===== src/radio_ctl_cfg.svh =====
/*
 * Radio control configuration
 * Bus widths and the fixed register map of the GPIO words
 */

`ifndef RADIO_CTL_CFG_SVH
`define RADIO_CTL_CFG_SVH

// **************************************************
// Bus widths
// **************************************************
`define RC_ADDR_W 12
`define RC_DATA_W 32
`define RC_STRB_W 4
`define RC_GPIO_W 96

// **************************************************
// Register map
// **************************************************
// Output words at 0x00, 0x04, 0x08
`define RC_OUT_BASE 12'h000
// Input words at 0x10, 0x14, 0x18
`define RC_IN_BASE 12'h010
`define RC_WORDS 3
// Output bit that drives multi-chip sync
`define RC_SYNC_BIT 51

`endif


===== src/axil_pkg.sv =====
/*
 * AXI4-Lite bus types
 * Address, data, strobe and response types plus the channel FSM states
 */

`default_nettype none

`include "radio_ctl_cfg.svh"

package axil_pkg;

  typedef logic [`RC_ADDR_W-1:0] axil_addr_t;
  typedef logic [`RC_DATA_W-1:0] axil_data_t;
  typedef logic [`RC_STRB_W-1:0] axil_strb_t;
  typedef logic [1:0]            axil_resp_t;

  // Response codes
  localparam axil_resp_t RESP_OKAY   = 2'b00;
  localparam axil_resp_t RESP_SLVERR = 2'b10;

  // Write channel FSM with the response pending in WR_RESP
  typedef enum logic {
    WR_IDLE,
    WR_RESP
  } axil_wr_state_e;

  // Read channel FSM with the data pending in RD_DATA
  typedef enum logic {
    RD_IDLE,
    RD_DATA
  } axil_rd_state_e;

endpackage

`default_nettype wire


===== src/radio_gpio_pkg.sv =====
/*
 * Radio GPIO field types
 * Field widths of the transceiver, synthesizer and board pins
 */

`default_nettype none

`include "radio_ctl_cfg.svh"

package radio_gpio_pkg;

  // Full GPIO vector of three bus words
  typedef logic [`RC_GPIO_W-1:0] gpio_vec_t;

  // Board pins
  typedef logic [12:0] bd_in_t;
  typedef logic [7:0]  bd_out_t;

  // AD9361 status byte and control nibble
  typedef logic [7:0]  trx_status_t;
  typedef logic [3:0]  trx_ctl_t;

endpackage

`default_nettype wire


===== src/axil_reg_port.sv =====
/*
 * AXI4-Lite register port
 * Turns single write and read transfers into one-cycle register strobes
 * and holds the responses until the master accepts them
 */

`default_nettype none

module axil_reg_port (
  input  wire                   ref_clk,
  input  wire                   s_axi_aresetn,

  input  wire                   s_axi_awvalid_i,
  input  axil_pkg::axil_addr_t  s_axi_awaddr_i,
  output logic                  s_axi_awready_o,
  input  wire                   s_axi_wvalid_i,
  input  axil_pkg::axil_data_t  s_axi_wdata_i,
  input  axil_pkg::axil_strb_t  s_axi_wstrb_i,
  output logic                  s_axi_wready_o,
  output logic                  s_axi_bvalid_o,
  output axil_pkg::axil_resp_t  s_axi_bresp_o,
  input  wire                   s_axi_bready_i,
  input  wire                   s_axi_arvalid_i,
  input  axil_pkg::axil_addr_t  s_axi_araddr_i,
  output logic                  s_axi_arready_o,
  output logic                  s_axi_rvalid_o,
  output axil_pkg::axil_data_t  s_axi_rdata_o,
  output axil_pkg::axil_resp_t  s_axi_rresp_o,
  input  wire                   s_axi_rready_i,

  output logic                  reg_wr_o,
  output axil_pkg::axil_addr_t  reg_waddr_o,
  output axil_pkg::axil_data_t  reg_wdata_o,
  output axil_pkg::axil_strb_t  reg_wstrb_o,
  input  wire                   reg_werr_i,
  output logic                  reg_rd_o,
  output axil_pkg::axil_addr_t  reg_raddr_o,
  input  axil_pkg::axil_data_t  reg_rdata_i,
  input  wire                   reg_rerr_i
);

  axil_pkg::axil_wr_state_e wr_state;
  axil_pkg::axil_rd_state_e rd_state;
  logic                     aw_w_ready;
  logic                     ar_ready;
  logic                     wr_hs;
  logic                     rd_hs;
  axil_pkg::axil_resp_t     bresp_q;
  axil_pkg::axil_resp_t     rresp_q;
  axil_pkg::axil_data_t     rdata_q;

  // Address and data are taken together in one beat
  assign wr_hs = aw_w_ready & s_axi_awvalid_i & s_axi_wvalid_i;
  assign rd_hs = ar_ready & s_axi_arvalid_i;

  // **************************************************
  // Write channel
  // **************************************************
  always_ff @(posedge ref_clk or negedge s_axi_aresetn) begin
    if (!s_axi_aresetn) begin
      wr_state   <= axil_pkg::WR_IDLE;
      aw_w_ready <= 1'b0;
    end else begin
      case (wr_state)
        axil_pkg::WR_IDLE: begin
          if (wr_hs) begin
            aw_w_ready <= 1'b0;
            wr_state   <= axil_pkg::WR_RESP;
          end else begin
            aw_w_ready <= s_axi_awvalid_i & s_axi_wvalid_i;
          end
        end
        axil_pkg::WR_RESP: begin
          // Hold until the master takes the response
          if (s_axi_bready_i) begin
            wr_state <= axil_pkg::WR_IDLE;
          end
        end
        default: wr_state <= axil_pkg::WR_IDLE;
      endcase
    end
  end

  always_ff @(posedge ref_clk) begin
    if (wr_hs) begin
      bresp_q <= reg_werr_i ? axil_pkg::RESP_SLVERR : axil_pkg::RESP_OKAY;
    end
  end

  // **************************************************
  // Read channel
  // **************************************************
  always_ff @(posedge ref_clk or negedge s_axi_aresetn) begin
    if (!s_axi_aresetn) begin
      rd_state <= axil_pkg::RD_IDLE;
      ar_ready <= 1'b0;
    end else begin
      case (rd_state)
        axil_pkg::RD_IDLE: begin
          if (rd_hs) begin
            ar_ready <= 1'b0;
            rd_state <= axil_pkg::RD_DATA;
          end else begin
            ar_ready <= s_axi_arvalid_i;
          end
        end
        axil_pkg::RD_DATA: begin
          if (s_axi_rready_i) begin
            rd_state <= axil_pkg::RD_IDLE;
          end
        end
        default: rd_state <= axil_pkg::RD_IDLE;
      endcase
    end
  end

  // Bank answers in the handshake cycle
  always_ff @(posedge ref_clk) begin
    if (rd_hs) begin
      rdata_q <= reg_rdata_i;
      rresp_q <= reg_rerr_i ? axil_pkg::RESP_SLVERR : axil_pkg::RESP_OKAY;
    end
  end

  // Bank side strobes
  assign reg_wr_o    = wr_hs;
  assign reg_waddr_o = s_axi_awaddr_i;
  assign reg_wdata_o = s_axi_wdata_i;
  assign reg_wstrb_o = s_axi_wstrb_i;
  assign reg_rd_o    = rd_hs;
  assign reg_raddr_o = s_axi_araddr_i;

  // Bus outputs
  assign s_axi_awready_o = aw_w_ready;
  assign s_axi_wready_o  = aw_w_ready;
  assign s_axi_bvalid_o  = (wr_state == axil_pkg::WR_RESP);
  assign s_axi_bresp_o   = bresp_q;
  assign s_axi_arready_o = ar_ready;
  assign s_axi_rvalid_o  = (rd_state == axil_pkg::RD_DATA);
  assign s_axi_rdata_o   = rdata_q;
  assign s_axi_rresp_o   = rresp_q;

  // Responses stay put under back-pressure
  a_bresp_hold: assert property (@(posedge ref_clk) disable iff (!s_axi_aresetn)
    s_axi_bvalid_o && !s_axi_bready_i |=> s_axi_bvalid_o && $stable(s_axi_bresp_o));

  a_rdata_hold: assert property (@(posedge ref_clk) disable iff (!s_axi_aresetn)
    s_axi_rvalid_o && !s_axi_rready_i |=>
      s_axi_rvalid_o && $stable(s_axi_rdata_o) && $stable(s_axi_rresp_o));

endmodule

`default_nettype wire


===== src/gpio_reg_bank.sv =====
/*
 * GPIO register bank
 * Three byte-writable output words, offset decode and read data select
 */

`default_nettype none

`include "radio_ctl_cfg.svh"

module gpio_reg_bank (
  input  wire                       ref_clk,
  input  wire                       s_axi_aresetn,

  input  wire                       reg_wr_i,
  input  axil_pkg::axil_addr_t      reg_waddr_i,
  input  axil_pkg::axil_data_t      reg_wdata_i,
  input  axil_pkg::axil_strb_t      reg_wstrb_i,
  output logic                      reg_werr_o,
  input  wire                       reg_rd_i,
  input  axil_pkg::axil_addr_t      reg_raddr_i,
  output axil_pkg::axil_data_t      reg_rdata_o,
  output logic                      reg_rerr_o,

  output radio_gpio_pkg::gpio_vec_t gpio_out_o,
  input  radio_gpio_pkg::gpio_vec_t gpio_in_i
);

  axil_pkg::axil_data_t    out_word [`RC_WORDS];
  logic [`RC_WORDS-1:0]    wr_hit;

  // **************************************************
  // Write decode
  // **************************************************
  always_comb begin
    for (int i = 0; i < `RC_WORDS; i++) begin
      wr_hit[i] = (reg_waddr_i == axil_pkg::axil_addr_t'(`RC_OUT_BASE + 4 * i));
    end
  end

  // Only output words are writable
  assign reg_werr_o = ~|wr_hit;

  always_ff @(posedge ref_clk or negedge s_axi_aresetn) begin
    if (!s_axi_aresetn) begin
      for (int i = 0; i < `RC_WORDS; i++) begin
        out_word[i] <= '0;
      end
    end else if (reg_wr_i) begin
      for (int i = 0; i < `RC_WORDS; i++) begin
        for (int b = 0; b < `RC_STRB_W; b++) begin
          if (wr_hit[i] && reg_wstrb_i[b]) begin
            out_word[i][8*b +: 8] <= reg_wdata_i[8*b +: 8];
          end
        end
      end
    end
  end

  // **************************************************
  // Read select
  // **************************************************
  always_comb begin
    reg_rdata_o = '0;
    reg_rerr_o  = reg_rd_i;
    for (int i = 0; i < `RC_WORDS; i++) begin
      if (reg_raddr_i == axil_pkg::axil_addr_t'(`RC_OUT_BASE + 4 * i)) begin
        reg_rdata_o = out_word[i];
        reg_rerr_o  = 1'b0;
      end
      if (reg_raddr_i == axil_pkg::axil_addr_t'(`RC_IN_BASE + 4 * i)) begin
        reg_rdata_o = gpio_in_i[`RC_DATA_W*i +: `RC_DATA_W];
        reg_rerr_o  = 1'b0;
      end
    end
    // Idle bus reads as zero
    if (!reg_rd_i) begin
      reg_rdata_o = '0;
    end
  end

  // Word 0 in the low bits
  assign gpio_out_o = {out_word[2], out_word[1], out_word[0]};

  // The port never issues back-to-back writes
  a_wr_single: assert property (@(posedge ref_clk) disable iff (!s_axi_aresetn)
    reg_wr_i |=> !reg_wr_i);

endmodule

`default_nettype wire


===== src/radio_pin_map.sv =====
/*
 * Radio pin map
 * Drives the AD9361, AD5355 and board pins from the GPIO vector,
 * synchronizes the status inputs and makes the multi-chip sync pulse
 */

`default_nettype none

`include "radio_ctl_cfg.svh"

module radio_pin_map (
  input  wire                         ref_clk,
  input  wire                         s_axi_aresetn,

  input  radio_gpio_pkg::gpio_vec_t   gpio_out_i,
  output radio_gpio_pkg::gpio_vec_t   gpio_in_o,

  input  radio_gpio_pkg::bd_in_t      gpio_bd_i,
  output radio_gpio_pkg::bd_out_t     gpio_bd_o,
  input  radio_gpio_pkg::trx_status_t gpio_status_0_i,
  input  radio_gpio_pkg::trx_status_t gpio_status_1_i,
  input  wire                         gpio_ad5355_lock_i,
  output radio_gpio_pkg::trx_ctl_t    gpio_ctl_0_o,
  output radio_gpio_pkg::trx_ctl_t    gpio_ctl_1_o,
  output logic                        gpio_debug_1_0_o,
  output logic                        gpio_debug_2_0_o,
  output logic                        gpio_resetb_0_o,
  output logic                        gpio_en_agc_0_o,
  output logic                        enable_0_o,
  output logic                        txnrx_0_o,
  output logic                        gpio_en_agc_1_o,
  output logic                        enable_1_o,
  output logic                        txnrx_1_o,
  output logic                        gpio_calsw_1_0_o,
  output logic                        gpio_calsw_2_0_o,
  output logic                        gpio_calsw_3_1_o,
  output logic                        gpio_calsw_4_1_o,
  output logic                        gpio_ad5355_rfen_o,
  output logic                        gpio_resetb_1_o,
  output logic                        mcs_sync_o
);

  radio_gpio_pkg::bd_in_t      bd_meta, bd_sync;
  radio_gpio_pkg::trx_status_t st0_meta, st0_sync;
  radio_gpio_pkg::trx_status_t st1_meta, st1_sync;
  logic                        lock_meta, lock_sync;
  logic [2:0]                  mcs_sync_m;

  // **************************************************
  // Input synchronizers and multi-chip sync
  // **************************************************
  always_ff @(posedge ref_clk or negedge s_axi_aresetn) begin
    if (!s_axi_aresetn) begin
      bd_meta    <= '0;
      bd_sync    <= '0;
      st0_meta   <= '0;
      st0_sync   <= '0;
      st1_meta   <= '0;
      st1_sync   <= '0;
      lock_meta  <= 1'b0;
      lock_sync  <= 1'b0;
      mcs_sync_m <= '0;
      mcs_sync_o <= 1'b0;
    end else begin
      bd_meta    <= gpio_bd_i;
      bd_sync    <= bd_meta;
      st0_meta   <= gpio_status_0_i;
      st0_sync   <= st0_meta;
      st1_meta   <= gpio_status_1_i;
      st1_sync   <= st1_meta;
      lock_meta  <= gpio_ad5355_lock_i;
      lock_sync  <= lock_meta;
      mcs_sync_m <= {mcs_sync_m[1:0], gpio_out_i[`RC_SYNC_BIT]};
      // Pulse on the falling edge only
      mcs_sync_o <= mcs_sync_m[2] & ~mcs_sync_m[1];
    end
  end

  // Input words with loopback where no pin is read
  assign gpio_in_o[12:0]  = bd_sync;
  assign gpio_in_o[21:13] = gpio_out_i[21:13];
  assign gpio_in_o[29:22] = st0_sync;
  assign gpio_in_o[37:30] = st1_sync;
  assign gpio_in_o[63:38] = gpio_out_i[63:38];
  assign gpio_in_o[64]    = lock_sync;
  assign gpio_in_o[95:65] = gpio_out_i[95:65];

  // **************************************************
  // Output pins
  // **************************************************
  assign gpio_bd_o          = gpio_out_i[20:13];
  assign gpio_ctl_0_o       = gpio_out_i[41:38];
  assign gpio_ctl_1_o       = gpio_out_i[45:42];
  assign gpio_debug_1_0_o   = gpio_out_i[46];
  assign gpio_debug_2_0_o   = gpio_out_i[47];
  assign gpio_resetb_0_o    = gpio_out_i[52];
  assign gpio_en_agc_0_o    = gpio_out_i[53];
  // Enable and txnrx straight from GPIO without the LVDS core
  assign enable_0_o         = gpio_out_i[54];
  assign txnrx_0_o          = gpio_out_i[55];
  assign gpio_en_agc_1_o    = gpio_out_i[56];
  assign enable_1_o         = gpio_out_i[57];
  assign txnrx_1_o          = gpio_out_i[58];
  assign gpio_calsw_1_0_o   = gpio_out_i[59];
  assign gpio_calsw_2_0_o   = gpio_out_i[60];
  assign gpio_calsw_3_1_o   = gpio_out_i[61];
  assign gpio_calsw_4_1_o   = gpio_out_i[62];
  assign gpio_ad5355_rfen_o = gpio_out_i[63];
  assign gpio_resetb_1_o    = gpio_out_i[65];

  a_mcs_single: assert property (@(posedge ref_clk) disable iff (!s_axi_aresetn)
    mcs_sync_o |=> !mcs_sync_o);

endmodule

`default_nettype wire


===== src/radio_ctl_top.sv =====
/*
 * Radio control top
 * AXI4-Lite GPIO path to the AD9361, AD5355 and board pins
 */

`default_nettype none

module radio_ctl_top (
  input  wire                         ref_clk,
  input  wire                         s_axi_aresetn,

  input  wire                         s_axi_awvalid_i,
  input  axil_pkg::axil_addr_t        s_axi_awaddr_i,
  output logic                        s_axi_awready_o,
  input  wire                         s_axi_wvalid_i,
  input  axil_pkg::axil_data_t        s_axi_wdata_i,
  input  axil_pkg::axil_strb_t        s_axi_wstrb_i,
  output logic                        s_axi_wready_o,
  output logic                        s_axi_bvalid_o,
  output axil_pkg::axil_resp_t        s_axi_bresp_o,
  input  wire                         s_axi_bready_i,
  input  wire                         s_axi_arvalid_i,
  input  axil_pkg::axil_addr_t        s_axi_araddr_i,
  output logic                        s_axi_arready_o,
  output logic                        s_axi_rvalid_o,
  output axil_pkg::axil_data_t        s_axi_rdata_o,
  output axil_pkg::axil_resp_t        s_axi_rresp_o,
  input  wire                         s_axi_rready_i,

  input  radio_gpio_pkg::bd_in_t      gpio_bd_i,
  output radio_gpio_pkg::bd_out_t     gpio_bd_o,
  input  radio_gpio_pkg::trx_status_t gpio_status_0_i,
  input  radio_gpio_pkg::trx_status_t gpio_status_1_i,
  input  wire                         gpio_ad5355_lock_i,
  output radio_gpio_pkg::trx_ctl_t    gpio_ctl_0_o,
  output radio_gpio_pkg::trx_ctl_t    gpio_ctl_1_o,
  output logic                        gpio_debug_1_0_o,
  output logic                        gpio_debug_2_0_o,
  output logic                        gpio_resetb_0_o,
  output logic                        gpio_en_agc_0_o,
  output logic                        enable_0_o,
  output logic                        txnrx_0_o,
  output logic                        gpio_en_agc_1_o,
  output logic                        enable_1_o,
  output logic                        txnrx_1_o,
  output logic                        gpio_calsw_1_0_o,
  output logic                        gpio_calsw_2_0_o,
  output logic                        gpio_calsw_3_1_o,
  output logic                        gpio_calsw_4_1_o,
  output logic                        gpio_ad5355_rfen_o,
  output logic                        gpio_resetb_1_o,
  output logic                        mcs_sync_o
);

  logic                      reg_wr;
  axil_pkg::axil_addr_t      reg_waddr;
  axil_pkg::axil_data_t      reg_wdata;
  axil_pkg::axil_strb_t      reg_wstrb;
  logic                      reg_werr;
  logic                      reg_rd;
  axil_pkg::axil_addr_t      reg_raddr;
  axil_pkg::axil_data_t      reg_rdata;
  logic                      reg_rerr;
  radio_gpio_pkg::gpio_vec_t gpio_out;
  radio_gpio_pkg::gpio_vec_t gpio_in;

  // Bus side ports match by name
  axil_reg_port u_axil_reg_port (
    .*,
    .reg_wr_o    (reg_wr),
    .reg_waddr_o (reg_waddr),
    .reg_wdata_o (reg_wdata),
    .reg_wstrb_o (reg_wstrb),
    .reg_werr_i  (reg_werr),
    .reg_rd_o    (reg_rd),
    .reg_raddr_o (reg_raddr),
    .reg_rdata_i (reg_rdata),
    .reg_rerr_i  (reg_rerr)
  );

  gpio_reg_bank u_gpio_reg_bank (
    .ref_clk       (ref_clk),
    .s_axi_aresetn (s_axi_aresetn),
    .reg_wr_i      (reg_wr),
    .reg_waddr_i   (reg_waddr),
    .reg_wdata_i   (reg_wdata),
    .reg_wstrb_i   (reg_wstrb),
    .reg_werr_o    (reg_werr),
    .reg_rd_i      (reg_rd),
    .reg_raddr_i   (reg_raddr),
    .reg_rdata_o   (reg_rdata),
    .reg_rerr_o    (reg_rerr),
    .gpio_out_o    (gpio_out),
    .gpio_in_i     (gpio_in)
  );

  // Pins match by name
  radio_pin_map u_radio_pin_map (
    .*,
    .gpio_out_i (gpio_out),
    .gpio_in_o  (gpio_in)
  );

endmodule

`default_nettype wire


===== config.mk =====
export PLATFORM = sky130hd
export DESIGN_NAME = radio_ctl_top
export DESIGN_NICKNAME = d
export VERILOG_FILES = /design/src/axil_pkg.sv /design/src/radio_gpio_pkg.sv /design/src/axil_reg_port.sv /design/src/gpio_reg_bank.sv /design/src/radio_pin_map.sv /design/src/radio_ctl_top.sv
export VERILOG_INCLUDE_DIRS = /design/src /design/src/src
export SDC_FILE = /design/constraint.sdc
export NUM_CORES = 1
export LEC_CHECK = 0
export ABC_AREA = 1
export BUFFER_PORTS_ARGS = -buffer_cell sky130_fd_sc_hd__buf_2
export CAP_MARGIN = 20
export CORE_ASPECT_RATIO = 0.6
export CORE_MARGIN = 4
export CORE_UTILIZATION = 30
export DETAILED_ROUTE_END_ITERATION = 8
export HOLD_SLACK_MARGIN = 0.06
export SKIP_CTS_REPAIR_TIMING = 1
export SYNTH_ARGS = -nofsm -noshare
export SYNTH_HDL_FRONTEND = slang
export SYNTH_SLANG_ARGS = --single-unit

===== constraint.sdc =====
create_clock -name ref_clk -period 1.61 [get_ports ref_clk]
set_input_delay 0.161 -clock ref_clk [delete_from_list [all_inputs] [get_ports ref_clk]]
set_output_delay 0.161 -clock ref_clk [all_outputs]
set_load 0.02 [all_outputs]

==> impl_metrics.ini <==
[outcome]
status = finished, final reports clean

[cts]
tritoncts = yes
clock_path_buffers = 2
insertion_delay_ns = 0.44
cts_root_buf = clkbuf_16
cts-htree-levels = 4
clock-sinks = 198
clk_transition_reported_paths_ns = 0.07
cts_made_buffers = 17

[placed_design]
io_buffers = 167
globalplace.congestion = 0.810
detailedPlace.worstSlack_ns = -0.142
detailed_place_hpwl_mm = 16.3
placed_cells = 1362

[sta]
finalSetupViolations = 0
maxSlewHeadroom_pct = 64.4
hold_violations = 0
fin_worst_skew_ns = 0.0125
finalSetupTns_ns = 0
worst_slack_ns = 0.0677
actual_transition_at_the_worst_max_transition_pin_ns = 0.532
finalWorstPathRequiredPeriod_ns = 1.54
final-max-slew-violation-count = 0
fin_crit_sh_pct = 95.8
fmaxAchievable_ghz = 0.648
whs_ns = 0.143

[logic_synthesis]
synth_sequential_area_ratio_pct = 61.3
synth.area.top_cells = dfrtp_1, edfxtp_1, nand2_1
syn_area_per_cell_um2 = 9.98
synth_top_cell_area_share_pct = 49.1
yosys_synthesis_warning_count = 0
async_reset_ff_share_pct = 82.8
yosys_most_used_dff = dfrtp_1
synthCells = 838
synth-seq-cells = 198
post_synth_instance_area_um2 = 8360
netlist-cell-type-count = 35
synth.largest_area_cell = dfrtp_1
synth_edf_count = 34

[power_and_ir_drop]
power.density_nw_per_um2 = 967
power.static_leakage_uw = 0.00547
vdd_ir_drop_max_v = 0.000547

[global_route]
grt_usage_pct = 15.1
groute.layer.met1.usage_pct = 22.0
groute.layer.met2.usage_pct = 22.0
grt_remaining_overflow = 0
vias_in_the_first_global_route = 5968
top_usage_layer = met2
gr-usage-met3_pct = 4.77
wire_length_of_the_first_global_routing_pass_mm = 34.7
grt_start_max_net_pins = 44
antenna_found_initial = 1

[drt]
routed-via-count = 6338
drt-wirelength-per-cell_um = 15.9
drt_first_iter_violations = 464
post_drt_via_cell_ratio = 4.33
firstDrtPassIters = 5
ant_nets = 0
detail_route.drc_violations = 0
totalWireLength_mm = 23.3

[floorplan]
placeableCoreArea_um2 = 27500
placementRows = 47
floorplan.io_pins = 170
die_w_um = 224
die_area_um2 = 30700
die-height_um = 137
floorplan.initialDensity_pct = 30.4

[finish]
fillerInstances = 2700
mostFrequentLayoutCells = nand2_1, buf_2, dfrtp_1
post_layout_util_pct = 40.4
areaGrowthSynthToFinish_pct = 32.8
layout.cells.non_filler = 1465
final_layout_size_suffix_gt1_share_pct = 29.1
mostFrequentLayoutCell = nand2_1
diodes = 0
layout.nets = 1182

[worst_setup_path]
worstPathCellList = dlygate4sd3_1, buf_2, nand2_1, nor2_4, inv_4, nor2_4, buf_12, nand3_4, o21ai_1, inv_1
crit_path_max_fanout = 8
critPathSlowestCell = dlygate4sd3_1
setup.worst_path.end_class = flip-flop
cp_data_arrival_time_ns = 1.87
worstSetupPathType = in -> reg
worst_ep_required_time_ns = 1.94
critical_path.startpoint_type = primary input
critical-path-max-stage-delay_ns = 0.52
cell_seen_most_often_among_critical_path_stages = nor2_4

[job]
drv.max_cap_violation_count = 0

[worst_hold_path]
hold_path_class = in -> reg
-- report_power, final --
part | switching, uW | leakage [uW] | internal (uW)
Clock | 1850 | 0.000293 | 2390
Combinational | 675 | 0.00285 | 386
Sequential | 79.8 | 0.00233 | 5360
Total | 2600 | 0.00547 | 8140
-- routing by layer --
metal	vias to the layer above	share of wire, %
met1	3008	50
met4	2	0.86
met3	22	6.7
met2	174	43
li1	3132	-
met5	-	0.030
-- worst max-delay path: cells and delay by family --
kind	cells	cell delay [ns]
buffers and inverters	5	0.91
AOI/OAI and AO/OA	1	0.15
and+or+nand+nor	4	0.64
-- cell families after synthesis --
group,after synthesis,synth area share [%]
flops,198,61.3
other cells,1,0.0448
simple gates,320,18.4
compound gates,148,10.6
mux,3,0.359
buf+inv,168,9.31
-- layout make-up --
cell class | count | area, um2 | area share (%)
clock inverters | 7 | 68.8 | 0.620
multi-input cells | 474 | 2530 | 22.8
flip-flops and latches | 198 | 5120 | 46.1
repair buffers | 271 | 1940 | 17.5
well taps | 367 | 459 | 4.13
inverters | 123 | 468 | 4.21
clock buffers | 25 | 517 | 4.65
-- registers in the layout (all words and copies together), names as in the netlist, 3 cells and up --
name	cells
u_radio_pin_map.bd_meta	13
u_axil_reg_port.s_axi_rdata_o	32
u_radio_pin_map.mcs_sync_m	3
u_gpio_reg_bank.gpio_out_o	96
u_radio_pin_map.st1_sync	8
u_radio_pin_map.st0_meta	8
u_radio_pin_map.st0_sync	8
u_radio_pin_map.st1_meta	8
u_radio_pin_map.bd_sync	13
-- worst paths after layout --
kind,slack [ns],cells after the start,from,endpoint
max,0.07,10,s_axi_awvalid_i,u_gpio_reg_bank.gpio_out_o[86]
min reg2reg,0.35,0,u_radio_pin_map.bd_meta[6],u_radio_pin_map.bd_sync[6]
min,0.14,5,s_axi_wvalid_i,u_axil_reg_port.s_axi_bvalid_o
max reg2reg,0.09,8,u_axil_reg_port.s_axi_awready_o,u_gpio_reg_bank.gpio_out_o[86]
max in group asynchronous,0.81,3,s_axi_aresetn,u_gpio_reg_bank.gpio_out_o[66]
min in group asynchronous,0.21,2,s_axi_aresetn,u_gpio_reg_bank.gpio_out_o[53]
-- synth_stat cells, types with 2 or more instances --
master,instances
clkbuf_1,5
nand2_1,206
nand2_4,5
o21ai_0,29
edfxtp_1,34
nand2_2,17
nor2_2,8
inv_1,116
mux2i_1,3
o22ai_1,17
nand3_1,12
nor2_1,38
o21ai_1,66
nor3b_1,17
buf_2,10
nand3_4,5
inv_2,6
buf_4,20
dfrtp_1,164
a21oi_1,2
o21ai_2,33
nor2_4,3
buf_6,8
buf_1,2
nor3_1,2
-- metrics by stage --
stage | total power, uW | cell area, um2
3_5_place_dp | 6480 | 9750
3_3_place_gp | 6470 | 9750
5_1_grt | 11300 | 11100
2_1_floorplan | 5920 | 8370
6_report | 10700 | 11100
4_1_cts | 10800 | 10300
(Power assumes the default switching activity.)
